[config.mk]
export PLATFORM = sky130hd
export DESIGN_NAME = fb_issue_select
export DESIGN_NICKNAME = d
export VERILOG_FILES = /design/src/fb_pkg.sv /design/src/fb_issue_select.sv
export SDC_FILE = /design/constraint.sdc
export NUM_CORES = 1
export LEC_CHECK = 0
export BUFFER_PORTS_ARGS = -buffer_cell sky130_fd_sc_hd__buf_2
export CORE_AREA = 2 2 282 284
export DETAILED_ROUTE_END_ITERATION = 8
export DIE_AREA = 0 0 284 286
export SLEW_MARGIN = 10
export SYNTH_ARGS = -nofsm -noshare
export SYNTH_HDL_FRONTEND = slang
export SYNTH_SLANG_ARGS = --single-unit
[constraint.sdc]
create_clock -name vclk -period 2.5
set_input_delay 0.125 -clock vclk [all_inputs]
set_output_delay 0.125 -clock vclk [all_outputs]
set_load 0.005 [all_outputs]
[src/fb_pkg.sv]
package fb_pkg;

    // field widths shared by the ports and the entry type.
    localparam int INSN_W = 32;
    localparam int PRE_W  = 64;
    localparam int EXCP_W = 16;
    localparam int PLV_W  = 2;

    // one buffered instruction, 179 bits.
    typedef struct packed {
        logic [INSN_W-1:0] ir;
        logic [INSN_W-1:0] pc;
        logic [INSN_W-1:0] npc;       // predicted next pc of the packet.
        logic [PRE_W-1:0]  pre;       // branch prediction word.
        logic [EXCP_W-1:0] excp_arg;
        logic [PLV_W-1:0]  plv;
        logic              pair_head; // first of a two instruction packet.
    } fb_entry_t;

endpackage

[src/fb_issue_select.sv]
`timescale 1ns/100ps

module fb_issue_select #(
    parameter int DEPTH = 16
) (
    input  fb_pkg::fb_entry_t         rd_entry0,
    input  fb_pkg::fb_entry_t         rd_entry1,
    input  logic [$clog2(DEPTH):0]    count,
    output fb_pkg::fb_entry_t         slot0,
    output fb_pkg::fb_entry_t         slot1,
    output logic                      valid0,
    output logic                      valid1
);

    localparam int CNT_W = $clog2(DEPTH) + 1;

    assign valid0 = count >= CNT_W'(1);
    assign valid1 = count >= CNT_W'(2);

    // stale storage is never shown to decode.
    assign slot0 = valid0 ? rd_entry0 : '0;
    assign slot1 = valid1 ? rd_entry1 : '0;

endmodule

# == Yosys cells after proc, flatten, opt, wreduce, memory -nomap -nowiden ==
# Index checks and enable logic that the tools add are counted.
# Widths: inputs -> output; s select.
# totals
reg_bits,0
inputBits,363
# op_classes
magnitude_cmp,2
muxes,2
# ops
op,count
$mux 179,2
$ge 5x1->1 const B,1
$ge 5x2->1 const B,1

# == Depth between registers and ports, before layout ==
# Gate-level depths: netlist (run 1).
# logic_depth
word_depth,2
depth_mapped,5

# == Worst setup path before layout (run 1) ==
# No wires, ideal clock.
# synth_timing
path_kind,input port to output port
start,input count[4]
end,output slot1[100] (netlist name)
t_arrival_ns,1.133
required_ns,2.375
setup_slack_ns,1.242
stages,5
cell_sequence,nor4_4 -> inv_2 -> buf_6 -> buf_6 -> and2_1
# synth_lines
element,line_no,source
start: declaration,fb_issue_select.sv:8,"input logic [$clog2(DEPTH):0] count,"
end: declaration,fb_issue_select.sv:10,"output fb_pkg::fb_entry_t slot1,"

==> reports/results.ini, run 1 <==
[timing]
grt_setup_unrepaired=no
worst-slew-pin-transition_ns=0.454
setup_violations=0
fin_crit_ns=1.83
slew_viol_final=0
period_share=0.732
fin_tns_setup_ns=0
relSlewSlack=0.698
final-hold-violation-count=0
fmax_mhz=546

[floorplanning]
fp.dieH_um=286
rows=103
start_util=0.0358
dieArea_um2=81200
die_w_um=284
fp.coreArea_um2=78400
boundaryPins=723

[route]
drtPass1Iterations=4
post_drt_wl_per_cell_um=35.1
drt_iter0_drc=324
vias=6762
ant_nets=0
drc=0
wirelength_um=77900
vias_per_cell=3.05

[worst_setup_path]
worstSetupStartpointType=input pin
worst_path_largest_cell_delay_ns=0.44
arrival_ns=1.71
cp-end-kind=output pin
crit_required_ns=2.38
cp_slowest_cell=buf_4
crit_start=count[4]
crit_top_cell=buf_2
critical_path.cell_chain=buf_2 -> nor4_4 -> buf_12 -> buf_4 -> a21boi_0 -> buf_2
crit_fanout=53
crit_path_end=slot0[167]
path_class=in -> out

[final_layout]
nClkBuffers=0
final_net_count=1461
drive_above_1_share=0.672
finalNonFillerCells=2219
multi_input_area_um2=2490
ff_latch_area_um2=0
nFillCells=9356
final_cell_mix=723 x buf_2, 179 x and2_1, 179 x a21boi_0
final_common_cell=buf_2
seq_cells=0
area_growth_pct=176
final_area_um2=7750
postLayoutCoreUtil=0.0989

[power_and_ir_drop]
p_leak_uw=0.00382
netSwitchingPower_uw=665
powerDensity_nw_per_um2=162
clock_power_share=0
p_comb_frac=1.000
internal_power_uw=587
swShare=0.531
ir_worst_vdd_mv=0.0495
seqPwrFrac=0

[global_route]
grt_pass1_vias=5877
grt_max_degree=97
grt_overflow=0
grt_pass1_wl_um=90900
grt_antenna_before_repair=227
grt_usage=0.183

[place]
io_buffer_count=723
routabilityCongestion=0.873
placed_area_um2=7570
place_hpwl_um=74200
place_inst=2146

[synthesis]
ys.warnings.count=0
syn_inst=419
synthesis.area_um2=2810
seq_area_frac_synth=0
synth_nets=782
synth.distinct_cells=9
syn_area_per_cell_um2=6.70

[worst_hold_path]
hp-class=in -> out

[clocking]
cts-resized-gates=0
cts_hold_buf=0
post-cts-setup-buffers=0

[outcome]
outcome=completed

[flow_run]
max_cap_violations=0

critical path, delay by kind of cell:
family                 cells  cell delay [ns]
and+or+nand+nor            1             0.35
buffers and inverters      4             1.00
AOI/OAI and AO/OA          1             0.20
cell type report:
| class | instances | share of cell area |
|---|---|---|
| well taps | 1050 | 0.169 |
| inverters | 2 | 0.00194 |
| multi-input cells | 360 | 0.321 |
| diodes | 73 | 0.0236 |
| repair buffers | 734 | 0.484 |
synthesized netlist by cell type:
master / n / share of area
a21boi_0: 179 / 0.48
and2_1: 179 / 0.40
buf_2: 11 / 0.020
buf_6: 11 / 0.044
clkbuf_1: 35 / 0.047
clkinv_1: 1 / 0.0013
inv_2: 1 / 0.0013
nand2_1: 1 / 0.0013
nor4_4: 1 / 0.0076
metrics by stage:
step | hold slack (ns) | worst slack, ns | total power [uW]
final | 0.521 | 0.669 | 1250
after global routing | 0.536 | 0.537 | 1350
after CTS | 0.524 | 0.653 | 1330
after detailed placement | 0.522 | 0.656 | 1320
after global placement | 0.525 | 0.778 | 1310
after floorplan | 0.360 | 1.24 | 361
power groups by stage:
stage                     clock, uW  sequential (uW)  combinational (uW)
after floorplan                   0                0                 361
after global placement            0                0                1310
after detailed placement          0                0                1320
after CTS                         0                0                1330
after global routing        0.00140                0                1350
final                       0.00394                0                1250
kinds of logic (layout without fill, tap and decap cells):
logic type | count (synthesis) | after routing | share of synthesized area
buf+inv | 59 | 736 | 0.113
simple gates | 181 | 181 | 0.408
other cells | 0 | 73 | 0
compound gates | 179 | 179 | 0.479
layer usage:
| layer | wire length [um] | vias up | part of all wire | track usage |
|---|---|---|---|---|
| li1 | - | 2866 | - | - |
| met1 | 21300 | 2826 | 0.27 | 0.139 |
| met2 | 38900 | 588 | 0.50 | 0.341 |
| met3 | 15300 | 296 | 0.20 | 0.178 |
| met4 | 1290 | 186 | 0.017 | 0.00855 |
| met5 | 1150 | - | 0.015 | 0 |
how the worst min path moves through the flow:
stage                   startpoint          to  slack (ns)  depth (start not counted)
floorplan             rd_entry1[0]    slot1[0]        0.36                          1
global placement    rd_entry1[161]  slot1[161]        0.52                          3
detailed placement   rd_entry1[80]   slot1[80]        0.52                          3
CTS                 rd_entry1[130]  slot1[130]        0.52                          3
global route        rd_entry1[107]  slot1[107]        0.54                          3
finish              rd_entry1[130]  slot1[130]        0.52                          3
No activity file was read; power rests on OpenSTA's default activity.
==> run 2, diff against run 1 <==
Settings changed: CORE_AREA 2 2 282 284 to 2 2 283 285, DIE_AREA 0 0 284 286 to 0 0 285 287.
Clock period 2.5 ns to 1.5 ns, I/O delays scaled along.
==> run 2 against run 1 <==
Design area grew 1.4%. Routed wire length shrank 9.6%. Combinational power grew 62%. Non-clock buffer count grew 6. Flip-flop and latch count is the same. Total power grew 62%. Global-route usage shrank 2.0 points. Critical path depth grew 1. Critical endpoint is now slot1[6]. Largest power group unchanged.
==> reports/results.ini, run 2 (synthesis gave the netlist of run 1 again) <==
[floorplanning]
die_w_um=285
rows=103
fp.dieH_um=287
boundaryPins=723
start_util=0.0357
fp.coreArea_um2=78600
dieArea_um2=81800

[worst_setup_path]
arrival_ns=1.39
crit_required_ns=1.42
crit_fanout=41
cp-end-kind=output pin
crit_start=count[4]
worstSetupStartpointType=input pin
path_class=in -> out
crit_path_end=slot1[6]

[global_route]
grt_antenna_before_repair=208
grt_overflow=0
grt_usage=0.163
grt_max_degree=84
grt_pass1_wl_um=82900
grt_pass1_vias=5890

[power_and_ir_drop]
ir_worst_vdd_mv=0.0570
p_leak_uw=0.00388
p_total_uw=2030
powerDensity_nw_per_um2=258

[route]
wirelength_um=70400
drt_iter0_drc=242
vias_per_cell=3.02
post_drt_wl_per_cell_um=31.8
ant_nets=0
drtPass1Iterations=4
vias=6686
drc=0

[worst_hold_path]
worstHoldStart=rd_entry1[141]
hp-class=in -> out

[timing]
fin_crit_ns=1.46
setup_violations=0
slew_viol_final=0
period_share=0.976
worst-slew-pin-transition_ns=0.315
fmax_mhz=683
relSlewSlack=0.789
final-hold-violation-count=0
grt_setup_unrepaired=yes

[place]
placed_area_um2=7660
place_inst=2151
place_hpwl_um=66700
routabilityCongestion=0.959
io_buffer_count=723

[outcome]
outcome=completed

[final_layout]
final_cell_mix=723 x buf_2, 179 x and2_1, 179 x a21boi_0
seq_cells=0
final_area_um2=7860
area_growth_pct=180
ff_latch_area_um2=0
final_common_cell=buf_2
nClkBuffers=0
final_net_count=1467
finalNonFillerCells=2217
drive_above_1_share=0.674

[clocking]
cts_hold_buf=0

[flow_run]
max_cap_violations=0

==> run 2: cell types whose count changed in the layout (fill, tap and decap cells not counted), sizes merged <==
| cell | change |
|---|---|
| clkbuf | +1 |
| diode | -8 |
| buf | +5 |
==> run 2: where the power goes <==
part | switching, uW | internal, uW | leakage [uW]
Combinational | 1030 | 1000 | 0.00388
Sequential | 0 | 0 | 0
Clock | 0 | 0.00585 | 0.000000412
Total | 1030 | 1000 | 0.00388
==> run 2: per-layer routing <==
metal	global-route usage	part of all wire	vias to the layer above
met3	0.156	0.20	246
met1	0.140	0.29	2832
met5	0	0.015	-
met2	0.287	0.47	576
li1	-	-	2860
met4	0.00668	0.015	172
==> run 2: worst min path at each step <==
stage                 end  slack (ns)  cells after the start
6_report       slot1[141]        0.41                      3
5_1_grt        slot1[141]        0.44                      3
4_1_cts         slot1[86]        0.42                      3
3_5_place_dp    slot1[86]        0.42                      3
3_3_place_gp   slot1[141]        0.42                      3
2_1_floorplan    slot1[0]        0.26                      1
==> run 2: layout make-up <==
| class | instances | area [um2] |
|---|---|---|
| well taps | 1050 | 1310 |
| multi-input cells | 360 | 2490 |
| fillers | 9314 | 70800 |
| diodes | 65 | 163 |
| inverters | 2 | 17.5 |
| repair buffers | 740 | 3880 |
==> run 2: worst max-delay path: stages <==
cell,delay [ns]
buf_2,0.11
nor4_4,0.36
buf_12,0.18
inv_6,0.07
clkbuf_16,0.22
and2_1,0.17
buf_2,0.16
==> run 2: metrics by stage <==
stage | setup slack [ns] | TNS [ns] | utilization | hold WS (ns)
2_1_floorplan | 0.342 | 0 | - | 0.260
3_3_place_gp | 0.0575 | 0 | 0.0974 | 0.416
3_5_place_dp | 0.0315 | 0 | 0.0974 | 0.416
4_1_cts | 0.0280 | 0 | 0.0974 | 0.416
5_1_grt | -0.0103 | -0.0139 | 0.0984 | 0.435
6_report | 0.0364 | 0 | 0.100 | 0.415
==> run 2: repair_timing <==
item                       4_1_cts  5_1_grt
setup endpoints to repair        0       54
resized for setup                0        4
buffers inserted                 0        0
