**src/fb_pkg.sv**
```systemverilog
package fb_pkg;

    // field widths shared by the ports and the entry type.
    localparam int INSN_W = 32;
    localparam int PRE_W  = 64;
    localparam int EXCP_W = 16;
    localparam int PLV_W  = 2;

    // one buffered instruction, 179 bits.
    typedef struct packed {
        logic [INSN_W-1:0] ir;
        logic [INSN_W-1:0] pc;
        logic [INSN_W-1:0] npc;       // predicted next pc of the packet.
        logic [PRE_W-1:0]  pre;       // branch prediction word.
        logic [EXCP_W-1:0] excp_arg;
        logic [PLV_W-1:0]  plv;
        logic              pair_head; // first of a two instruction packet.
    } fb_entry_t;

endpackage

```
**src/fb_wr_if.sv**
```systemverilog
`timescale 1ns/100ps

interface fb_wr_if #(
    parameter int DEPTH = 16
);

    localparam int PTR_W = $clog2(DEPTH);

    fb_pkg::fb_entry_t entry0;   // written at wr_ptr.
    fb_pkg::fb_entry_t entry1;   // written at wr_ptr + 1.
    logic              we0;
    logic              we1;
    logic [PTR_W-1:0]  wr_ptr;

    // packet splitter side.
    modport split (
        output entry0,
        output entry1
    );

    modport ctrl (
        output we0,
        output we1,
        output wr_ptr
    );

    // storage sees the whole write side.
    modport ram (
        input entry0,
        input entry1,
        input we0,
        input we1,
        input wr_ptr
    );

endinterface

```
**src/fb_ctrl.sv**
```systemverilog
`timescale 1ns/100ps

module fb_ctrl #(
    parameter int DEPTH = 16
) (
    input  logic                       clk,
    input  logic                       rst_n,
    input  logic                       flush,
    input  logic                       stall,
    input  logic                       icache_valid,
    input  logic                       flag,
    input  logic                       take0,
    input  logic                       take1,
    output logic                       stall_fetch_buffer,
    output logic [$clog2(DEPTH)-1:0]   rd_ptr,
    output logic [$clog2(DEPTH):0]     count,
    fb_wr_if.ctrl                      wr
);

    localparam int PTR_W = $clog2(DEPTH);
    localparam int CNT_W = PTR_W + 1;

    logic [PTR_W-1:0] head;
    logic [PTR_W-1:0] tail;
    logic [CNT_W-1:0] cnt;
    logic             accept;
    logic [1:0]       n_wr;
    logic [1:0]       n_req;
    logic [1:0]       n_rd;

    // full once fewer than two slots are free.
    assign stall_fetch_buffer = cnt > CNT_W'(DEPTH - 2);

    assign accept = icache_valid && !stall_fetch_buffer && !stall && !flush;

    always_comb begin
        if (!accept)
            n_wr = 2'd0;
        else if (flag)
            n_wr = 2'd2;
        else
            n_wr = 2'd1;
    end

    // take1 alone does nothing.
    always_comb begin
        if (!take0)
            n_req = 2'd0;
        else if (take1)
            n_req = 2'd2;
        else
            n_req = 2'd1;
    end

    // never retire more than is held.
    always_comb begin
        if (CNT_W'(n_req) > cnt)
            n_rd = cnt[1:0];
        else
            n_rd = n_req;
    end

    always_ff @(posedge clk) begin
        if (!rst_n || flush) begin
            head <= '0;
            tail <= '0;
            cnt  <= '0;
        end else if (!stall) begin
            head <= head + PTR_W'(n_rd);
            tail <= tail + PTR_W'(n_wr); // wraps, DEPTH is a power of two.
            cnt  <= cnt + CNT_W'(n_wr) - CNT_W'(n_rd);
        end
    end

    assign wr.we0    = accept;
    assign wr.we1    = accept && flag;
    assign wr.wr_ptr = tail;

    assign rd_ptr = head;
    assign count  = cnt;

endmodule

```
**src/flat_wrapper.sv**
```systemverilog
// flat-port wrapper written by rule: the top's interface ports become plain ports
module fb_ctrl_flat 
#(
    parameter int DEPTH = 16
)
  (clk, rst_n, flush, stall, icache_valid, flag, take0, take1, stall_fetch_buffer, rd_ptr, count, wr_we0, wr_we1, wr_wr_ptr);
  fb_wr_if #(.DEPTH(DEPTH)) wr_i ();
  input  logic clk;
  input  logic rst_n;
  input  logic flush;
  input  logic stall;
  input  logic icache_valid;
  input  logic flag;
  input  logic take0;
  input  logic take1;
  output logic stall_fetch_buffer;
  output logic [$clog2(DEPTH)-1:0] rd_ptr;
  output logic [$clog2(DEPTH):0] count;
  output wire logic [$bits(wr_i.we0)-1:0] wr_we0;
  output wire logic [$bits(wr_i.we1)-1:0] wr_we1;
  output wire logic [$bits(wr_i.wr_ptr)-1:0] wr_wr_ptr;
  assign wr_we0 = wr_i.we0;
  assign wr_we1 = wr_i.we1;
  assign wr_wr_ptr = wr_i.wr_ptr;
  fb_ctrl #(.DEPTH(DEPTH)) u_core (.clk(clk), .rst_n(rst_n), .flush(flush), .stall(stall), .icache_valid(icache_valid), .flag(flag), .take0(take0), .take1(take1), .stall_fetch_buffer(stall_fetch_buffer), .rd_ptr(rd_ptr), .count(count), .wr(wr_i));
endmodule
```
**config.mk**
```make
export PLATFORM = sky130hd
export DESIGN_NAME = fb_ctrl_flat
export DESIGN_NICKNAME = d
export VERILOG_FILES = /design/src/fb_pkg.sv /design/src/fb_wr_if.sv /design/src/fb_ctrl.sv /design/src/flat_wrapper.sv
export SDC_FILE = /design/constraint.sdc
export NUM_CORES = 1
export LEC_CHECK = 0
export ABC_AREA = 1
export BUFFER_PORTS_ARGS = -buffer_cell sky130_fd_sc_hd__buf_4
export CAP_MARGIN = 30
export CORE_ASPECT_RATIO = 1.2
export CORE_MARGIN = 3
export CORE_UTILIZATION = 45
export DETAILED_ROUTE_END_ITERATION = 8
export PLACE_DENSITY = 0.68
export RECOVER_POWER = 50
export REMOVE_ABC_BUFFERS = 1
export SYNTH_ARGS = -nofsm -noshare
export SYNTH_HDL_FRONTEND = slang
export SYNTH_SLANG_ARGS = --single-unit
```
**constraint.sdc**
```tcl
create_clock -name clk -period 8.9 [get_ports clk]
set_clock_uncertainty 0.05 [all_clocks]
set_input_delay 1.78 -clock clk [delete_from_list [all_inputs] [get_ports clk]]
set_output_delay 1.78 -clock clk [all_outputs]
set_load 0.05 [all_outputs]
```
-- After elaboration in Yosys (flattened, before gate mapping)
Index checks and enable logic that the tools add are counted.
- flip-flop bits (word level): 13
- input port bits: 8
- output and inout port bits: 16
- logic and storage cells: 23
- add/subtract/negate cells: 4
- magnitude comparators: 2
- multiplexer cells: 5
- reduce and logical (&&, ||, !) cells: 9
- operators with widths (kind ; number):
    $mux W2 ; 5
    $add A4 B2 Y4 ; 2
    $add A5 B2 Y5 ; 1
    $gt A2 B5 Y1 ; 1
    $gt A5 B4 Y1 const B ; 1
    $sub A5 B2 Y5 ; 1
    $logic_and A1 B1 Y1 ; 4
    $logic_not A1 Y1 ; 4
    $logic_or A1 B1 Y1 ; 1

-- Logic depth before layout (Yosys ltp)
Gate-level depths: netlist of run 1.
- word-level depth: 8
- mapped depth: 22
- gate-level depth less buffers: 22

-- Least setup slack after synthesis of run 1
Ideal clock, no wire load.
- path type: in2out
- start: input stall
- end: output wr_we1
- arrival time: 2.910 ns
- data required time: 7.070 ns
- setup slack: 4.160 ns
- stages: 5
- path through: inv_1 > nand2_1 > nor2_1 > nand3_1 > nor2_1
- cells in the longest elaborated chain, start to end: 4
- RTL lines (what ; line ; text):
    from (decl) ; flat_wrapper.sv:11 ; input logic stall;
    $logic_not A1 Y1 ; fb_ctrl.sv:34 ; assign accept = icache_valid && !stall_fetch_buffer && !stall && !flush;
    $logic_and A1 B1 Y1 (2 in series) ; fb_ctrl.sv:34 ;
    $logic_and A1 B1 Y1 ; fb_ctrl.sv:76 ; assign wr.we1 = accept && flag;
    to (decl) ; flat_wrapper.sv:20 ; output wire logic [$bits(wr_i.we1)-1:0] wr_we1;
Every way passes these cells.

-- Worst setup path in the final report of run 1
Ends and elaborated chain as after synthesis.

==> impl_metrics.ini, run 1 <==
[synthesis]
synth_top_family_by_area = adder cells
ys_seq_area_share_pct = 23.9
synth_top_area_share_pct = 23.9
async_flop_share_pct = 0
synthFlopType = dfxtp_1
synth_area_leaders = dfxtp_1 24%, ha_1 17%, inv_1 10%
synth_seq_cells = 13
synthAdderAreaFrac_pct = 24.6
synthDistinctLibCells = 21
synth_edf_count = 0
synthMuxAreaShare_pct = 0
avgSynthCellArea_um2 = 7.62
synth_compound_area_share_pct = 15.3
synth_area_leader_cell = dfxtp_1
synth-xor-area-share_pct = 0.804
netlist_area_um2 = 1090
syn_inst = 143
synthSimpleGateAreaFrac_pct = 20.7
yosysWarnings = 0

[clock_tree]
path_clk_slew_ns = 0.08
cts.sinks = 13
cts_root_buf = clkbuf_4
ctsHtreeMaxLevel = 1
tritoncts = done
numCtsBuffers = 3
insertion_delay_ns = 0.28
post-cts-setup-buffers = 0
cts_resized = 0
cts.hold.buffers_added = 0
cts.path.max_buffers = 2

[grt]
grt_max_degree = 14
grt_pass1_wl_mm = 3.77
gr-total-overflow = 0
grt_pass1_vias = 919
antenna_found_initial = 0
track_usage_pct = 16.5

[sta]
maxSlewViolCount = 0
fin_crit_sh_pct = 59.0
rsz0062_at_grt = no
worst_pin_slew_ns = 0.654
setup_violations = 0
setup_tns_ns = 0
hold_ws_ns = 0.452
slew-limit-headroom_pct = 56.4
finalHoldViolCount = 0
min_period_ns = 5.25
fmax_ghz = 0.190

[worst_setup_path]
cp_cell_sequence = clkbuf_1 > inv_1 > nand2_1 > nor2_1 > nand3_1 > nor2_1 > buf_4
crit_path_start_kind = primary input
worstSetupPathType = primary input to primary output
cp-end-kind = primary output
cp_data_required_time_ns = 7.07
cp.arrival_ns = 3.42
cpMaxStageDelayCell = inv_1
crit_fanout = 13
path_buf_inv = 3
cp_common_cell = nor2_1
crit_family = buffers and inverters
slowest_delay_ns = 0.43

[outcome]
status = completed

[detailed_routing]
final_antenna_net_count = 0
vias = 939
remaining_drc_errors = 0
wire_per_inst_um = 10.9
dr.first_iter.drc_count = 19
via_per_inst = 4.77
wl_mm = 2.14
dr.pass1.iters = 4

[final_layout]
synthToLayoutAreaGrowth_pct = 13.9
final_core_util_pct = 56.8
final_common_cell = inv_1
drive_above_1_share_pct = 16.2
final_cell_mix = 30 x inv_1, 28 x nand2_1, 15 x ha_1, 15 x clkbuf_1
n_antenna_cell = 0
layout.nets = 195

[floorplan]
die_y_um = 59.9
fp-row-count = 18
coreArea_um2 = 2180
io_pins = 24
start_util_pct = 49.9
die_area_um2 = 3050
fp.dieW_um = 50.9

[placed_design]
dp_hpwl_mm = 1.81
numPortBuffers = 23
gp_congestion = 0.783

[run]
max-cap-violations = 0

[power]
power.density_nw_per_um2 = 140
ir_worst_vdd_v = 0.0000801
leakage_uw = 0.000626

[min_path]
hold_path.class = flip-flop to flip-flop
==> registers in the layout (all words and copies together) (netlist names) <==
name              flops
u_core.count          5
u_core.rd_ptr         4
u_core.wr.wr_ptr      4
==> Yosys cell counts, drive strengths merged (2+ instances only) <==
master,number
ha,15
a21o,2
fa,4
buf,2
a21oi,13
o21ai,6
or2,2
inv,30
nand2,28
nand4,3
nor2,13
dfxtp,13
nand3,8
==> logic make-up after synthesis <==
logic type / count (synthesis)
and+or+nand+nor: 54
buffers and inverters: 34
AOI/OAI and AO/OA: 22
adders and majority gates: 19
DFF: 13
xor gates and xnor gates: 1
==> through the flow <==
step                      setup WS [ns]  area [um2]  cells  power, uW
final                              3.65        1240    197        173
after CTS                          3.85        1290    197        179
after global routing               3.47        1240    197        189
after detailed placement           3.85        1270    193        140
after floorplan                    3.93        1060    140        122
after global placement             3.88        1270    193        137
==> worst min-delay path, delay by kind of cell (launching register included) <==
family          cells  cell delay (ns)
compound gates      1             0.06
simple gates        1             0.07
flops               1             0.33
==> per-layer routing <==
metal  wire length [um]  part of all wire, %  GRT usage (%)
met2               1090                   51           30.6
met1                917                   43           18.1
met4                 38                  1.8           8.08
met5                  0                    0              0
met3                 97                  4.5           2.49
==> report_power, final <==
part / internal (uW) / switching (uW)
clock: 17.4 / 20.2
combinational: 26.1 / 46.1
sequential: 60.5 / 2.98
total: 104 / 69.3
==> path summary, 6_finish.rpt <==
| check | end | cells after the start | slack (ns) | from |
|---|---|---|---|---|
| setup / recovery | wr_we1 | 7 | 3.65 | stall |
| hold / removal | u_core.wr.wr_ptr[0] | 2 | 0.45 | u_core.wr.wr_ptr[0] |
| setup reg to reg | u_core.count[4] | 18 | 5.83 | u_core.count[1] |
| hold reg to reg | u_core.wr.wr_ptr[0] | 2 | 0.45 | u_core.wr.wr_ptr[0] |
==> final cells by class <==
| type | instances | area (um2) |
|---|---|---|
| flip-flops and latches | 13 | 260 |
| fillers | 237 | 943 |
| clock buffers | 4 | 26.3 |
| repair buffers | 23 | 120 |
| multi-input cells | 96 | 668 |
| inverters | 31 | 129 |
| well taps | 30 | 37.5 |
(Power assumes the default switching activity.)
==> run 2, diff against run 1 <==
clock period = 5.5 ns   (was 8.9 ns; I/O delays follow)
==> impl_metrics.ini, run 2 (synthesis gave the netlist of run 1 again) <==
[final_layout]
synthToLayoutAreaGrowth_pct = 13.9
multi_input_area_um2 = 668
final_cell_count_no_fill = 197
final_cell_mix = 30 x inv_1, 28 x nand2_1, 15 x ha_1, 15 x clkbuf_1
seq_area_um2 = 260
largest_reg_flops = 5
layout.nets = 195
n_antenna_cell = 0
final_common_cell = inv_1
drive_above_1_share_pct = 16.2
fill_cells = 224

[floorplan]
die_y_um = 59.9
coreArea_um2 = 2180
die_area_um2 = 3050
fp.dieW_um = 50.9
fp-row-count = 18
start_util_pct = 49.9
io_pins = 24

[worst_setup_path]
cp_common_cell = nor2_1
crit_fanout = 13
crit_path_start_kind = primary input
rrSetupSlack_ns = 2.38
rr_startpoint = u_core.count[1]
r2r_cells = 19
cp.arrival_ns = 2.74
cpMaxStageDelayCell = inv_1
cp_data_required_time_ns = 4.35
reg2reg_to = u_core.count[4]
slowest_delay_ns = 0.43
worstSetupPathType = primary input to primary output
cp-end-kind = primary output
cp_cell_sequence = clkbuf_1 > inv_1 > nand2_1 > nor2_1 > nand3_1 > nor2_1 > buf_4

[outcome]
status = completed

[sta]
maxSlewViolCount = 0
min_period_ns = 3.89
setup_violations = 0
rsz0062_at_grt = no
slew-limit-headroom_pct = 55.3
worst_pin_slew_ns = 0.671
hold_ws_ns = 0.448
setup_tns_ns = 0
finalHoldViolCount = 0
fmax_ghz = 0.257
fin_crit_sh_pct = 70.6

[clock_tree]
numCtsBuffers = 3
insertion_delay_ns = 0.28
cts_root_buf = clkbuf_4
cts.hold.buffers_added = 0
cts.sinks = 13
ctsHtreeMaxLevel = 1
tritoncts = done
cts.path.max_buffers = 2
path_clk_slew_ns = 0.08
post-cts-setup-buffers = 0
cts_resized = 0

[grt]
track_usage_pct = 16.4
grt_pass1_wl_mm = 3.79
antenna_found_initial = 0
grt_max_degree = 14
grt_pass1_vias = 900
gr-total-overflow = 0

[power]
p_int_uw = 168
clkPwrFrac_pct = 21.5
power.density_nw_per_um2 = 227
power_frac_seq_pct = 36.4
p_sw_share_pct = 40.3
power.switching_uw = 114
power_frac_comb_pct = 42.0
leakage_uw = 0.000626
ir_worst_vdd_v = 0.000154

[min_path]
hold_path_end = u_core.rd_ptr[2]
timing.hold.worst_path_depth = 1
hold_path.class = flip-flop to flip-flop
hold_start = u_core.rd_ptr[2]

[detailed_routing]
vias = 943
wl_mm = 2.18
via_per_inst = 4.79
dr.first_iter.drc_count = 8
wire_per_inst_um = 11.1
final_antenna_net_count = 0
remaining_drc_errors = 0
dr.pass1.iters = 4

[placed_design]
numPortBuffers = 23
gp_congestion = 0.858
dp_hpwl_mm = 1.79
placedCellCount = 193

[run]
max-cap-violations = 0
[run 2: cell counts in the layout (fill, tap and decap cells not counted)]
No cell type changed its count.
[run 2: power by group through the flow]
stage	clock (uW)	combinational, uW	sequential (uW)
floorplan	0	79.5	117
global placement	0	118	105
finish	60.7	118	103
detailed placement	0	123	105
CTS	62.2	123	103
global route	67.9	135	104
[run 2: layout make-up]
class,count,share of cell area (%)
multi-input cells,96,53.8
well taps,30,3.02
inverters,31,10.4
flip-flops and latches,13,21.0
clock buffers,4,2.12
repair buffers,23,9.68
[run 2: critical path: cells and delay by family]
kind / cells / cell delay [ns]
simple gates: 4 / 0.65
buf+inv: 3 / 1.00
[run 2: how the worst max path moves through the flow]
stage / startpoint / to / slack (ns)
CTS: stall / wr_we1 / 1.82
global placement: take1 / u_core.count[4] / 1.74
floorplan: stall / u_core.count[4] / 1.66
detailed placement: take1 / u_core.count[4] / 1.64
global route: stall / u_core.count[4] / 1.41
finish: stall / wr_we1 / 1.61
[run 2: through the flow]
step	power, uW	util, %	cell area (um2)	setup WS [ns]
global route	306	56.8	1240	1.41
CTS	288	59.2	1290	1.82
detailed placement	228	58.0	1270	1.64
global placement	223	58.0	1270	1.74
floorplan	197	-	1060	1.66
finish	282	56.8	1240	1.61
[run 2: layer usage]
metal / up-vias / part of all wire [%] / global-route usage, %
li1: 501 / - / -
met1: 419 / 45 / 20.0
met4: 0 / 1.7 / 6.92
met3: 5 / 4.7 / 3.49
met2: 18 / 48 / 28.0
met5: - / 0 / 0
==> run 3, diff against run 2 <==
ABC_AREA = 0   (was 1)
PLACE_DENSITY = 0.72   (was 0.68)
clock period = 3.35 ns   (was 5.5 ns; I/O delays follow)
==> impl_metrics.ini, run 3 <==
[outcome]
status = completed

[final_layout]
n_antenna_cell = 0
final_cell_mix = 19 x buf_4, 14 x nor2_1, 14 x ha_1
drive_above_1_share_pct = 24.5
final_cell_count_no_fill = 169
final_common_cell = buf_4
synthToLayoutAreaGrowth_pct = 25.9
layout.nets = 167
largest_reg_flops = 5
fin_area_um2 = 1250

[detailed_routing]
vias = 809
wire_per_inst_um = 12.2
dr.first_iter.drc_count = 7
wl_mm = 2.07
via_per_inst = 4.79
dr.pass1.iters = 2
remaining_drc_errors = 0
final_antenna_net_count = 0

[synthesis]
synthFlopType = dfxtp_1
async_flop_share_pct = 0
synth_top_area_share_pct = 26.3
syn_inst = 106
synth.most_common_cell = ha_1
synthDistinctLibCells = 29
avgSynthCellArea_um2 = 9.35
netlist_area_um2 = 991
yosys-top-cells-count = 15 x ha_1, 14 x nor2_1, 13 x dfxtp_1
synth_area_leader_cell = dfxtp_1
ys_seq_area_share_pct = 26.3
yosysWarnings = 0
synth_edf_count = 0
synth_area_leaders = dfxtp_1 26%, ha_1 19%, fa_1 8.1%
synth_seq_cells = 13

[grt]
grt_max_degree = 20
track_usage_pct = 15.9
gr-total-overflow = 0
antenna_found_initial = 0
grt_pass1_vias = 862
grt_pass1_wl_mm = 3.51

[worst_setup_path]
cp.arrival_ns = 3.32
cpMaxStageDelayCell = fa_1
worstSetupPathType = primary input to flip-flop
slowest_delay_ns = 0.55
cp_cell_sequence = buf_4 > and2_4 > ha_4 > nor2b_1 > o2111ai_2 > nand2_1 > o21a_1 > fa_1 > inv_1 > fa_2 > buf_4 > xor2_1 > nor2_1 > a21oi_1 > nor2_1
cp_data_required_time_ns = 3.46
cp-end-kind = flip-flop
reg2reg_to = u_core.count[3]
crit_fanout = 4
rr_startpoint = u_core.count[2]
crit_path_start_kind = primary input
rrSetupSlack_ns = 0.25
r2r_cells = 12

[sta]
maxSlewViolCount = 0
slew-limit-headroom_pct = 59.5
fin_crit_sh_pct = 95.7
worst_pin_slew_ns = 0.610
finalHoldViolCount = 0
fmax_ghz = 0.312
setup_violations = 0
min_period_ns = 3.21

[min_path]
hold_path_end = u_core.rd_ptr[2]
hold_start = u_core.rd_ptr[2]
timing.hold.worst_path_depth = 2
hold_path.class = flip-flop to flip-flop

[power]
leakage_uw = 0.000554
ir_worst_vdd_v = 0.000274
power.density_nw_per_um2 = 364

[placed_design]
numPortBuffers = 23
placedCellCount = 164
gp_congestion = 0.734
dp_hpwl_mm = 1.62
dpl-instance-area_um2 = 1240

[clock_tree]
cts.path.max_buffers = 2
tritoncts = done
insertion_delay_ns = 0.28
cts.hold.buffers_added = 0
path_clk_slew_ns = 0.09
cts_root_buf = clkbuf_4
numCtsBuffers = 3
ctsHtreeMaxLevel = 1
cts.sinks = 13

[run]
max-cap-violations = 0

[floorplan]
start_util_pct = 47.8
fp-row-count = 18
coreArea_um2 = 2070
die_area_um2 = 2800
fp.dieW_um = 48.8
die_y_um = 57.4
io_pins = 24
-- run 3: cell count changes in the layout (fill, tap and decap cells not counted), moves of 4 or more --
| cell | delta |
|---|---|
| nand2_1 | -27 |
| inv_1 | -20 |
| buf_4 | +10 |
| a21oi_2 | -7 |
| nand3_1 | -7 |
| mux2i_1 | +5 |
| a21oi_1 | +4 |
| o21ai_2 | -4 |
-- run 3: how the worst max path moves through the flow --
stage	end	slack, ns	startpoint	cells after the start
after global routing	u_core.count[2]	-0.03	take1	15
after CTS	u_core.count[4]	0.02	take1	14
after detailed placement	u_core.count[4]	-0.27	take1	14
after floorplan	u_core.count[3]	-1.14	u_core.count[2]	11
final	u_core.count[2]	0.14	take1	15
after global placement	u_core.count[4]	-0.17	take1	14
-- run 3: routing by layer --
metal  global-route usage (%)  wire length (um)  vias up
met5                        0                 0        -
met2                     29.1              1110       18
met3                     1.83                77        5
met4                     7.72                41        0
met1                     18.3               839      368
li1                         -                 -      418
-- run 3: where the power goes --
| part | total [uW] | switching (uW) | internal (uW) |
|---|---|---|---|
| logic | 185 | 101 | 84.3 |
| registers | 165 | 5.19 | 160 |
| clock network | 104 | 59.6 | 44.4 |
| total | 454 | 165 | 288 |
-- run 3: kinds of logic after synthesis --
kind of cell,count (synthesis),synth area share (%)
XOR/XNOR,6,5.30
multiplexers,5,5.05
flip-flops,13,26.3
AO/OA/AOI/OAI,18,11.5
AND/OR/NAND/NOR,31,18.4
adder cells (fa/ha/maj),19,27.0
buffers and inverters,14,6.44
-- run 3: layout make-up --
| type | count | area [um2] |
|---|---|---|
| multi-input cells | 79 | 689 |
| clock inverters | 1 | 5.00 |
| clock buffers | 3 | 22.5 |
| repair buffers | 32 | 191 |
| inverters | 11 | 41.3 |
| fillers | 217 | 825 |
| flip-flops and latches | 13 | 260 |
| well taps | 30 | 37.5 |
-- run 3: through the flow --
step	setup slack, ns	utilization, %	setup TNS [ns]	power (uW)	hold WS (ns)
after CTS	0.0237	61.1	0	448	0.473
final	0.145	60.2	0	454	0.466
after floorplan	-1.14	-	-5.69	286	0.670
after detailed placement	-0.271	59.8	-0.702	344	0.453
after global placement	-0.172	59.8	-0.414	337	0.431
after global routing	-0.0284	60.2	-0.0574	483	0.497
-- run 3: what timing repair did --
item	in CTS	in global routing
gates resized for setup	0	5
setup endpoints to repair	0	3
buffers inserted	0	1
-- run 3: critical path: cells and delay by family --
family                   cells  cell delay, ns
AO/OA/AOI/OAI                3            0.53
XOR/XNOR                     1            0.14
adder cells (fa/ha/maj)      3            1.15
buffers and inverters        3            0.33
AND/OR/NAND/NOR              5            0.49
