$ cat src/fb_pkg.sv
package fb_pkg;

    // field widths shared by the ports and the entry type.
    localparam int INSN_W = 32;
    localparam int PRE_W  = 64;
    localparam int EXCP_W = 16;
    localparam int PLV_W  = 2;

    // one buffered instruction, 179 bits.
    typedef struct packed {
        logic [INSN_W-1:0] ir;
        logic [INSN_W-1:0] pc;
        logic [INSN_W-1:0] npc;       // predicted next pc of the packet.
        logic [PRE_W-1:0]  pre;       // branch prediction word.
        logic [EXCP_W-1:0] excp_arg;
        logic [PLV_W-1:0]  plv;
        logic              pair_head; // first of a two instruction packet.
    } fb_entry_t;

endpackage

$ cat src/fb_wr_if.sv
`timescale 1ns/100ps

interface fb_wr_if #(
    parameter int DEPTH = 16
);

    localparam int PTR_W = $clog2(DEPTH);

    fb_pkg::fb_entry_t entry0;   // written at wr_ptr.
    fb_pkg::fb_entry_t entry1;   // written at wr_ptr + 1.
    logic              we0;
    logic              we1;
    logic [PTR_W-1:0]  wr_ptr;

    // packet splitter side.
    modport split (
        output entry0,
        output entry1
    );

    modport ctrl (
        output we0,
        output we1,
        output wr_ptr
    );

    // storage sees the whole write side.
    modport ram (
        input entry0,
        input entry1,
        input we0,
        input we1,
        input wr_ptr
    );

endinterface

$ cat src/fb_packet_split.sv
`timescale 1ns/100ps

module fb_packet_split (
    input  logic [fb_pkg::INSN_W-1:0]   pc,
    input  logic [fb_pkg::INSN_W-1:0]   npc,
    input  logic [2*fb_pkg::INSN_W-1:0] irin,
    input  logic [fb_pkg::PRE_W-1:0]    pre,
    input  logic [fb_pkg::PLV_W-1:0]    plv,
    input  logic [fb_pkg::EXCP_W-1:0]   excp_arg,
    input  logic                        flag,
    fb_wr_if.split                      wr
);

    localparam int INSN_W = fb_pkg::INSN_W;

    fb_pkg::fb_entry_t first;
    fb_pkg::fb_entry_t second;

    always_comb begin
        first.ir        = irin[INSN_W-1:0]; // low word is the older one.
        first.pc        = pc;
        first.npc       = npc;
        first.pre       = pre;
        first.excp_arg  = excp_arg;
        first.plv       = plv;
        first.pair_head = flag;
    end

    // second of a pair shares the prediction but not the exception.
    always_comb begin
        second.ir        = irin[2*INSN_W-1:INSN_W];
        second.pc        = pc + INSN_W'(4);
        second.npc       = npc;
        second.pre       = pre;
        second.excp_arg  = '0;
        second.plv       = plv;
        second.pair_head = 1'b0;
    end

    assign wr.entry0 = first;
    assign wr.entry1 = second; // only written when paired.

endmodule

$ cat src/flat_wrapper.sv
// flat-port wrapper written by rule: the top's interface ports become plain ports
module fb_packet_split_flat 
  (pc, npc, irin, pre, plv, excp_arg, flag, wr_entry0, wr_entry1);
  fb_wr_if wr_i ();
  input  logic [fb_pkg::INSN_W-1:0] pc;
  input  logic [fb_pkg::INSN_W-1:0] npc;
  input  logic [2*fb_pkg::INSN_W-1:0] irin;
  input  logic [fb_pkg::PRE_W-1:0] pre;
  input  logic [fb_pkg::PLV_W-1:0] plv;
  input  logic [fb_pkg::EXCP_W-1:0] excp_arg;
  input  logic flag;
  output wire logic [$bits(wr_i.entry0)-1:0] wr_entry0;
  output wire logic [$bits(wr_i.entry1)-1:0] wr_entry1;
  assign wr_entry0 = wr_i.entry0;
  assign wr_entry1 = wr_i.entry1;
  fb_packet_split u_core (.pc(pc), .npc(npc), .irin(irin), .pre(pre), .plv(plv), .excp_arg(excp_arg), .flag(flag), .wr(wr_i));
endmodule
$ cat config.mk
export PLATFORM = sky130hd
export DESIGN_NAME = fb_packet_split_flat
export DESIGN_NICKNAME = d
export VERILOG_FILES = /design/src/fb_pkg.sv /design/src/fb_wr_if.sv /design/src/fb_packet_split.sv /design/src/flat_wrapper.sv
export SDC_FILE = /design/constraint.sdc
export NUM_CORES = 1
export LEC_CHECK = 0
export BUFFER_PORTS_ARGS = -buffer_cell sky130_fd_sc_hd__buf_2
export CORE_AREA = 2 2 221 223
export DETAILED_ROUTE_END_ITERATION = 8
export DIE_AREA = 0 0 223 225
export SYNTH_ARGS = -nofsm -noshare
export SYNTH_HDL_FRONTEND = slang
export SYNTH_SLANG_ARGS = --single-unit
export TNS_END_PERCENT = 1
$ cat constraint.sdc
create_clock -name vclk -period 1.8
set_input_delay 0.09 -clock vclk [all_inputs]
set_output_delay 0.09 -clock vclk [all_outputs]
set_load 0.02 [all_outputs]
## Yosys cells after proc, flatten, opt, wreduce, memory -nomap -nowiden

Index checks and enable logic that the tools add are counted.

| operators by class | value |
|---|---|
| $add $sub $neg | 1 |
| multiply operators | 0 |
| divide/modulo/power cells | 0 |
| order comparisons | 0 |
| equality and inequality tests | 0 |
| shift-type cells | 0 |
| multiplexer cells | 0 |
| bitwise logic cells | 0 |
| reduce and logical (&&, ||, !) cells | 0 |

Operators by type and width:

| kind | number |
|---|---|
| adder 32 x 3 -> 32 bit, second input constant | 1 |

| storage, ports and cells | value |
|---|---|
| register bits | 0 |
| bits in latches | 0 |
| memory bits (writable) | 0 |
| ROM bits | 0 |
| input bits | 211 |
| output and inout port bits | 358 |
| word-level logic and storage cells | 1 |
| memories | 0 |

## Longest topological paths before layout

Gate-level depths: netlist of run 1.

| logic depth | value |
|---|---|
| depth after elaboration | 1 |
| mapped depth | 5 |
| gate-level depth less buffers | 5 |

## Worst setup path after synthesis of run 1

OpenSTA, ideal clock, no wires.

| timing path | value |
|---|---|
| kind | in2out |
| from | input pc[2] in the netlist's numbering |
| to | output wr_entry1[145] |
| data arrival time | 1339 ps |
| required time | 1710 ps |
| path slack | 371 ps |
| stages | 5 |
| cell sequence | ha_1 -> nand3_1 -> nor4_4 -> nand4_1 -> xnor2_1 |

| on the way | value |
|---|---|
| cells in the longest elaborated chain, start to end | 1 |

Ends and longest elaborated chain:

| what | line | source |
|---|---|---|
| start, declared | flat_wrapper.sv:5 | `input logic [fb_pkg::INSN_W-1:0] pc;` |
| adder 32 x 3 -> 32 bit | fb_packet_split.sv:32 | `second.pc = pc + INSN_W'(4);` |
| end, declared | flat_wrapper.sv:13 | `output wire logic [$bits(wr_i.entry1)-1:0] wr_entry1;` |

Every way passes these cells.

## Final worst setup path of run 1

| timing path | value |
|---|---|
| from | input pc[4] in the netlist's numbering |
| to | output wr_entry1[144] |

The elaborated chain is that of the path after synthesis.

==> results_dict.tcl, run 1 <==
set metrics [dict create \
    hold_class "primary input to primary output" \
    startpoint "pc[4]" \
    critical_path_required_ps 1710 \
    fin_setup_tns_ps 0 \
    crit_path_end_kind "primary output" \
    crit_path_frequent_cell "sky130_fd_sc_hd__buf_2" \
    synth-compound-area-share_pct 0 \
    setup_viol 0 \
    drt-wirelength-per-cell_um 10.96 \
    main_combinational_cell_family_by_area_after_synthesis "buffers and inverters" \
    nClkBuffers 0 \
    die_w_um 223 \
    antennaDiodeCount 0 \
    post_synth_fa_ha_maj_area_fraction_pct 0.4088 \
    grt_overflow 0 \
    io_buffer_count 90 \
    first_pass_iters 3 \
    slew_viol_final 0 \
    number_of_antenna_violations_at_the_first_check_in_global_routing 0 \
    seq_area_um2 0 \
    detailroute.via_count 1402 \
    postCtsHoldBufs 0 \
    yosys.area.top_type_share_pct 80.46 \
    path_max_fanout 6 \
    grt_start_max_net_pins 9 \
    drt.antenna.violating_nets 0 \
    syn_area_um2 3060 \
    finish.net_count 407 \
    io-pin-count 569 \
    post_synth_main_area_contributors "sky130_fd_sc_hd__buf_4 80%, sky130_fd_sc_hd__xnor2_1 5.4%, sky130_fd_sc_hd__xor2_1 2.6%, sky130_fd_sc_hd__nor4_4 2.1%, sky130_fd_sc_hd__nand3_1 1.6%" \
    synth.avg_cell_area_um2 7.483 \
    total_leakage_power_uw 0.0006528 \
    power_per_cell_area_nw_per_um2 174.9 \
    crit_path_cell_trace "buf_2, nand4_2, nor4_4, buf_4, nand3_1, xnor2_1, buf_2" \
    layout.sequential_cells 0 \
    synthXorXnorAreaFrac_pct 8.013 \
    start_util_pct 6.437 \
    global_route_wire_length_before_repair_um 10720 \
    drc 0 \
    drt_iter0_markers 41 \
    track_usage_pct 3.032 \
    synth_mux_area_share_pct 0 \
    timing.final.hold_violations 0 \
    post_synth_and_or_nand_nor_area_fraction_pct 10.63 \
    max_clock_freq_ghz 0.6215 \
    syn_inst 409 \
    routed_wl_um 8853 \
    core_area_um2 47550 \
    critical-path-max-stage-delay_ps 410 \
    irDropWorstVdd_uv 40.37 \
    synth_top_area_cell "sky130_fd_sc_hd__buf_4" \
    ys_seq_area_share_pct 0 \
    place.gp.congestion 0.6334 \
    dpl.hpwl_um 7575 \
    cp_slowest_cell "sky130_fd_sc_hd__nor4_4" \
    layout_worst_path_cycle_share_pct 89.39 \
    sort_of_element_at_the_start_of_the_critical_path "primary input" \
    hold_path_startpoint "irin[36]" \
    drive_above_1_share_pct 53.89 \
    period_minus_slack_ps 1609 \
    post_cts.resized_instances 0 \
    rsz_0062_raised_after_global_routing "no" \
    flow.area_growth_from_synthesis_pct -37.00 \
    crit_type "primary input to primary output" \
    post_drt_via_cell_ratio 1.735 \
    dp_cells 808 \
    fin_cells 808 \
    number_of_global_route_vias_before_repair 1337 \
    maxCapViolations 0 \
    design.die.area_um2 50180 \
    rows 80 \
    status "finished clean" \
    synth.yosys.warnings 0 \
    floorplan.die.height_um 225 \
    cts.repair_timing.setup_buffer_count 0 \
    cp_arrival_ps 1520 \
    synth.lib_cells_used.distinct 19 \
    ys_top_cells_by_count "328 x sky130_fd_sc_hd__buf_4, 19 x sky130_fd_sc_hd__xnor2_1, 10 x sky130_fd_sc_hd__nand2_1, 10 x sky130_fd_sc_hd__nand3_1, 9 x sky130_fd_sc_hd__xor2_1" \
    yosysMostFrequentCell "sky130_fd_sc_hd__buf_4" \
]
where the power goes:
part	switching [µW]	total, µW	internal [µW]
registers	0	0	0
clock network	0	0	0
logic	234	337	103
cell families (layout without fill, tap and decap cells):
kind of cell / Yosys count / in the layout
buf+inv: 331 / 99
other cells: 1 / 17
xor+xnor: 28 / 28
simple gates: 48 / 48
fa+ha+maj: 1 / 1
area by class of cell:
cell class         instances  area, µm²
multi-input cells         94      651.9
fillers                 5619      45620
inverters                  3      11.26
repair buffers            96      495.5
well taps                615      769.5
layer usage:
| layer | GRT usage (%) | up-vias | part of all wire, % |
|---|---|---|---|
| li1 | - | 494 | - |
| met1 | 1.293 | 494 | 17 |
| met4 | 4.438 | 0 | 15 |
| met3 | 2.542 | 107 | 22 |
| met5 | 0.1955 | - | 0 |
| met2 | 5.272 | 307 | 46 |
critical path: cells and delay by family:
family                    cells  cell delay, ps
and+or+nand+nor               3             750
buffers and inverters         3             530
xor gates and xnor gates      1             130
path summary, 6_finish.rpt:
check,end,slack [ps],cells past startpoint
min,wr_entry1[151],180,0
max,wr_entry1[144],190,7
per-stage QoR:
| stage | total power, µW | setup slack [ps] | hold slack (ps) | cell area (µm²) | utilization [%] |
|---|---|---|---|---|---|
| floorplan | 1173 | 370.5 | 256.6 | 3120 | - |
| global placement | 338.3 | 53.28 | 180.1 | 1923 | 4.045 |
| detailed placement | 338.5 | 37.26 | 180.1 | 1923 | 4.045 |
| CTS | 338.7 | 37.26 | 180.1 | 1923 | 4.045 |
| global route | 357.4 | 33.58 | 180.0 | 1928 | 4.055 |
| finish | 337.3 | 191.1 | 180.0 | 1928 | 4.055 |
cell usage in the layout (no fill, tap or decap):
cell type / synthesis / final
sky130_fd_sc_hd__buf_2: 0 / 90
sky130_fd_sc_hd__xnor2_1: 19 / 19
sky130_fd_sc_hd__conb_1: 1 / 17
sky130_fd_sc_hd__nand2_1: 10 / 10
sky130_fd_sc_hd__nand3_1: 10 / 9
sky130_fd_sc_hd__xor2_1: 9 / 9
sky130_fd_sc_hd__nand4_1: 6 / 6
sky130_fd_sc_hd__nor2_1: 6 / 6
sky130_fd_sc_hd__buf_4: 328 / 6
sky130_fd_sc_hd__and3_1: 4 / 4
sky130_fd_sc_hd__inv_1: 3 / 3
sky130_fd_sc_hd__nor4_4: 3 / 3
sky130_fd_sc_hd__nor3_1: 3 / 3
sky130_fd_sc_hd__nand3_2: 1 / 2
sky130_fd_sc_hd__nand4_2: 1 / 1
sky130_fd_sc_hd__nand3_4: 1 / 1
sky130_fd_sc_hd__nand4_4: 1 / 1
sky130_fd_sc_hd__nor4_1: 1 / 1
sky130_fd_sc_hd__or2_1: 1 / 1
sky130_fd_sc_hd__ha_1: 1 / 1
(Power assumes the default switching activity.)
==> run 2: changes to the inputs <==
--- a/config.mk
+++ b/config.mk
@@ -9,6 +9,7 @@
 export CORE_AREA = 2 2 221 223
 export DETAILED_ROUTE_END_ITERATION = 8
 export DIE_AREA = 0 0 223 225
+export MAX_ROUTING_LAYER = met4
 export SYNTH_ARGS = -nofsm -noshare
 export SYNTH_HDL_FRONTEND = slang
 export SYNTH_SLANG_ARGS = --single-unit
==> run 2 against run 1 <==
Combinational power is essentially flat. Sequential share of layout area is the same. Maximum frequency shrank 0.73%. Setup slack lost 12 ps. Total power is essentially flat. Critical path depth is the same. Cell area is the same. Cell count is the same. Non-clock buffer count is the same. Die area is the same. Largest cell class unchanged. Largest power group unchanged. Highest routed layer unchanged.
==> results_dict.tcl, run 2 (same netlist as run 1, synthesis figures left out) <==
set metrics [dict create \
    status "finished clean" \
    netSwitchingFraction_pct 69.49 \
    place.gp.congestion 0.6388 \
    crit_type "primary input to primary output" \
    io_buffer_count 90 \
    total_leakage_power_uw 0.0006528 \
    pwr-share-comb_pct 100.0 \
    global_route_wire_length_before_repair_um 10650 \
    irDropWorstVdd_uv 40.40 \
    drc 0 \
    fillCellCount 5619 \
    slew_viol_final 0 \
    die_w_um 223 \
    drt.antenna.violating_nets 0 \
    design.die.area_um2 50180 \
    internal_power_uw 102.9 \
    first_pass_iters 2 \
    crit_path_frequent_cell "sky130_fd_sc_hd__buf_2" \
    max_clock_freq_ghz 0.6170 \
    fin_setup_tns_ps 0 \
    path_delay_family "simple AND/OR/NAND/NOR gates" \
    io-pin-count 569 \
    drt-wirelength-per-cell_um 10.95 \
    hold_class "primary input to primary output" \
    floorplan.die.height_um 225 \
    crit_path_cell_trace "buf_2, nand4_2, nor4_4, buf_4, nand3_1, xnor2_1, buf_2" \
    layout_worst_path_cycle_share_pct 90.04 \
    core_area_um2 47550 \
    critPathBufInv 3 \
    sort_of_element_at_the_start_of_the_critical_path "primary input" \
    seqPwrFrac_pct 0 \
    number_of_global_route_vias_before_repair 1338 \
    worst_hold_path.num_cells 0 \
    detailroute.via_count 1408 \
    hold-path-endpoint "wr_entry1[151]" \
    layout_commonest_cell "sky130_fd_sc_hd__buf_2" \
    rows 80 \
    crit_path_end_kind "primary output" \
    post_cts.resized_instances 0 \
    power_per_cell_area_nw_per_um2 175.0 \
    cp_slowest_cell "sky130_fd_sc_hd__nor4_4" \
    drt_iter0_markers 30 \
    layout.sequential_cells 0 \
    grt_overflow 0 \
    number_of_antenna_violations_at_the_first_check_in_global_routing 0 \
    dpl.hpwl_um 7575 \
    hold_slack_ps 180.0 \
    start_util_pct 6.437 \
    seq_area_um2 0 \
    period_minus_slack_ps 1621 \
    drive_above_1_share_pct 53.89 \
    path_max_fanout 6 \
    setup_viol 0 \
    layout_common_cells "90 x sky130_fd_sc_hd__buf_2, 19 x sky130_fd_sc_hd__xnor2_1, 17 x sky130_fd_sc_hd__conb_1" \
    routed_wl_um 8849 \
    postCtsHoldBufs 0 \
    clock_power_share_pct 0 \
    timing.final.hold_violations 0 \
    antennaDiodeCount 0 \
    critical-path-max-stage-delay_ps 410 \
    rsz_0062_raised_after_global_routing "no" \
    track_usage_pct 3.107 \
    maxCapViolations 0 \
    grt_start_max_net_pins 9 \
    finish.net_count 407 \
    critical_path_required_ps 1710 \
    post_drt_via_cell_ratio 1.743 \
    power_switching_uw 234.5 \
    cts.repair_timing.setup_buffer_count 0 \
    nClkBuffers 0 \
    flow.area_growth_from_synthesis_pct -37.00 \
    cp_arrival_ps 1530 \
    hold_path_startpoint "irin[36]" \
]
-- run 2: cell counts in the layout (fill, tap and decap cells not counted) --
Identical to the previous run, type by type.
-- run 2: power groups by stage --
stage	combinational, µW	sequential [µW]	clock (µW)
final	337	0	0
after global routing	357	0	0
after CTS	339	0	0
after detailed placement	339	0	0
after global placement	338	0	0
after floorplan	1170	0	0
-- run 2: routing by layer --
layer	wire, µm	up-vias	track usage, %
met1	1612	504	1.388
met2	4064	304	5.232
met4	1308	0	4.438
met5	0	-	-
li1	-	492	-
met3	1864	108	2.399
-- run 2: metrics by stage --
stage                     area [µm²]  total power [µW]  cells  utilization [%]  setup slack (ps)
final                           1928             337.4    808            4.055             179.2
after global routing            1928             357.3    808            4.055             33.58
after CTS                       1923             338.7    808            4.045             37.26
after detailed placement        1923             338.5    808            4.045             37.26
after global placement          1923             338.3    808            4.045             53.28
after floorplan                 3120              1173    425                -             370.5
-- run 2: layout make-up --
class / instances / area [µm²] / share of cell area (%)
Multi-Input combinational cell: 94 / 651.9 / 33.81
Timing Repair Buffer: 96 / 495.5 / 25.70
Tap cell: 615 / 769.5 / 39.91
Inverter: 3 / 11.26 / 0.5840
-- run 2: worst max-delay path by stage --
stage                      from        endpoint  slack [ps]  cells after the start
final                     pc[4]  wr_entry1[144]         180                      7
after global routing      pc[4]  wr_entry1[144]          30                      7
after floorplan           pc[2]  wr_entry1[145]         370                      5
after detailed placement  pc[2]  wr_entry1[145]          40                      8
after global placement    pc[2]  wr_entry1[145]          50                      8
after CTS                 pc[2]  wr_entry1[145]          40                      8
==> run 3: changes to the inputs <==
==> constraint.sdc (replaced) <==
create_clock -name vclk -period 1.9
set_input_delay 0.095 -clock vclk [all_inputs]
set_output_delay 0.095 -clock vclk [all_outputs]
set_load 0.02 [all_outputs]
==> run 3 against run 2 <==
Critical path depth is 1 higher. Non-clock buffer count fell by 1. Cell count is 0.12% lower. Sequential cell count unchanged. Via count is 0.43% higher. Clock-buffer cell count stayed put. Global-route usage hardly changed. Total power decreased by 4.9%. Sequential share of layout area unchanged. Utilization is essentially flat. Cell area decreased by 0.39%. Combinational power down 5%. Critical endpoint is now wr_entry1[145]. Largest cell class unchanged.
==> results_dict.tcl, run 3 (same netlist as run 1, synthesis figures left out) <==
set metrics [dict create \
    status "finished clean" \
    path_max_fanout 6 \
    placement.setup.worst_slack_ps 68.27 \
    drt-wirelength-per-cell_um 11.06 \
    finalWorstSetupSlack_ps 285.3 \
    io-pin-count 569 \
    multi_input_area_um2 651.9 \
    hold-path-endpoint "wr_entry1[151]" \
    clock_power_share_pct 0 \
    setup_viol 0 \
    post_drt_via_cell_ratio 1.752 \
    power_switching_uw 223.3 \
    flow.area_growth_from_synthesis_pct -37.24 \
    io_buffer_count 90 \
    track_usage_pct 3.141 \
    crit_path_end_kind "primary output" \
    global_route_wire_length_before_repair_um 10740 \
    drt_iter0_markers 28 \
    layout.sequential_cells 0 \
    place.gp.congestion 0.6101 \
    layout_commonest_cell "sky130_fd_sc_hd__buf_2" \
    design.die.area_um2 50180 \
    start_util_pct 6.437 \
    pwr-share-comb_pct 100.0 \
    routed_wl_um 8926 \
    seq_area_um2 0 \
    detailroute.via_count 1414 \
    rows 80 \
    grt_overflow 0 \
    number_of_global_route_vias_before_repair 1362 \
    first_pass_iters 3 \
    finish.net_count 406 \
    maxCapViolations 0 \
    layout_worst_path_cycle_share_pct 84.98 \
    netSwitchingFraction_pct 69.60 \
    sort_of_element_at_the_start_of_the_critical_path "primary input" \
    drt.antenna.violating_nets 0 \
    timing.final.hold_violations 0 \
    cp_arrival_ps 1520 \
    postCtsHoldBufs 0 \
    grt_start_max_net_pins 7 \
    slew_viol_final 0 \
    internal_power_uw 97.55 \
    drive_above_1_share_pct 53.65 \
    fin_setup_tns_ps 0 \
    crit_type "primary input to primary output" \
    cts.repair_timing.setup_buffer_count 0 \
    die_w_um 223 \
    max_clock_freq_ghz 0.6193 \
    rsz_0062_raised_after_global_routing "no" \
    number_of_antenna_violations_at_the_first_check_in_global_routing 0 \
    post_cts.resized_instances 0 \
    layout_common_cells "90 x sky130_fd_sc_hd__buf_2, 19 x sky130_fd_sc_hd__xnor2_1, 17 x sky130_fd_sc_hd__conb_1" \
    period_minus_slack_ps 1615 \
    core_area_um2 47550 \
    hold_class "primary input to primary output" \
    power_per_cell_area_nw_per_um2 167.1 \
    irDropWorstVdd_uv 38.10 \
    floorplan.die.height_um 225 \
    fillCellCount 5604 \
    worst_hold_path.num_cells 0 \
    drc 0 \
    seqPwrFrac_pct 0 \
    antennaDiodeCount 0 \
    dpl.hpwl_um 7661 \
    fin_util_pct 4.039 \
    nClkBuffers 0 \
    hold_path_startpoint "irin[36]" \
    critical_path_required_ps 1800 \
    total_leakage_power_uw 0.0006474 \
]
## run 3: routing by layer
layer / wire, µm / track usage (%) / share of wire [%] / vias up
met4: 1393 / 4.676 / 16 / 0
li1: - / - / - / 489
met1: 1601 / 1.396 / 18 / 512
met3: 1890 / 2.451 / 21 / 108
met5: 0 / - / 0 / -
met2: 4040 / 5.192 / 45 / 305
## run 3: worst max-delay path: stages
cell and delay (ps):
sky130_fd_sc_hd__buf_2 120, sky130_fd_sc_hd__ha_1 210, sky130_fd_sc_hd__nand3_2 190, sky130_fd_sc_hd__nor4_4 200, sky130_fd_sc_hd__buf_4 210, sky130_fd_sc_hd__nand4_1 120
sky130_fd_sc_hd__xnor2_1 180, sky130_fd_sc_hd__buf_2 190
## run 3: worst max path at each step
stage | startpoint | end | slack (ps) | cells past startpoint
2_1_floorplan | pc[2] | wr_entry1[145] | 460 | 5
3_3_place_gp | pc[2] | wr_entry1[145] | 90 | 8
3_5_place_dp | pc[2] | wr_entry1[145] | 70 | 8
4_1_cts | pc[2] | wr_entry1[145] | 70 | 8
5_1_grt | pc[2] | wr_entry1[145] | 120 | 8
6_report | pc[2] | wr_entry1[145] | 290 | 8
## run 3: power groups by stage
| stage | sequential, µW | clock, µW | combinational, µW |
|---|---|---|---|
| finish | 0 | 0 | 321 |
| global route | 0 | 0 | 341 |
| CTS | 0 | 0 | 322 |
| detailed placement | 0 | 0 | 322 |
| global placement | 0 | 0 | 321 |
| floorplan | 0 | 0 | 1110 |
## run 3: metrics by stage
step / power [µW] / instance area, µm² / cells / hold slack, ps
after floorplan: 1111 / 3120 / 425 / 266.6
after global placement: 321.4 / 1916 / 807 / 190.1
after detailed placement: 321.8 / 1916 / 807 / 190.1
after CTS: 322.2 / 1916 / 807 / 190.1
after global routing: 340.7 / 1921 / 807 / 190.0
final: 320.8 / 1921 / 807 / 190.0
## run 3: area by class of cell
cell class,instances,area share [%]
inverter,3,0.5863
multi-input combinational,94,33.94
tap,615,40.07
timing repair buffer,95,25.41
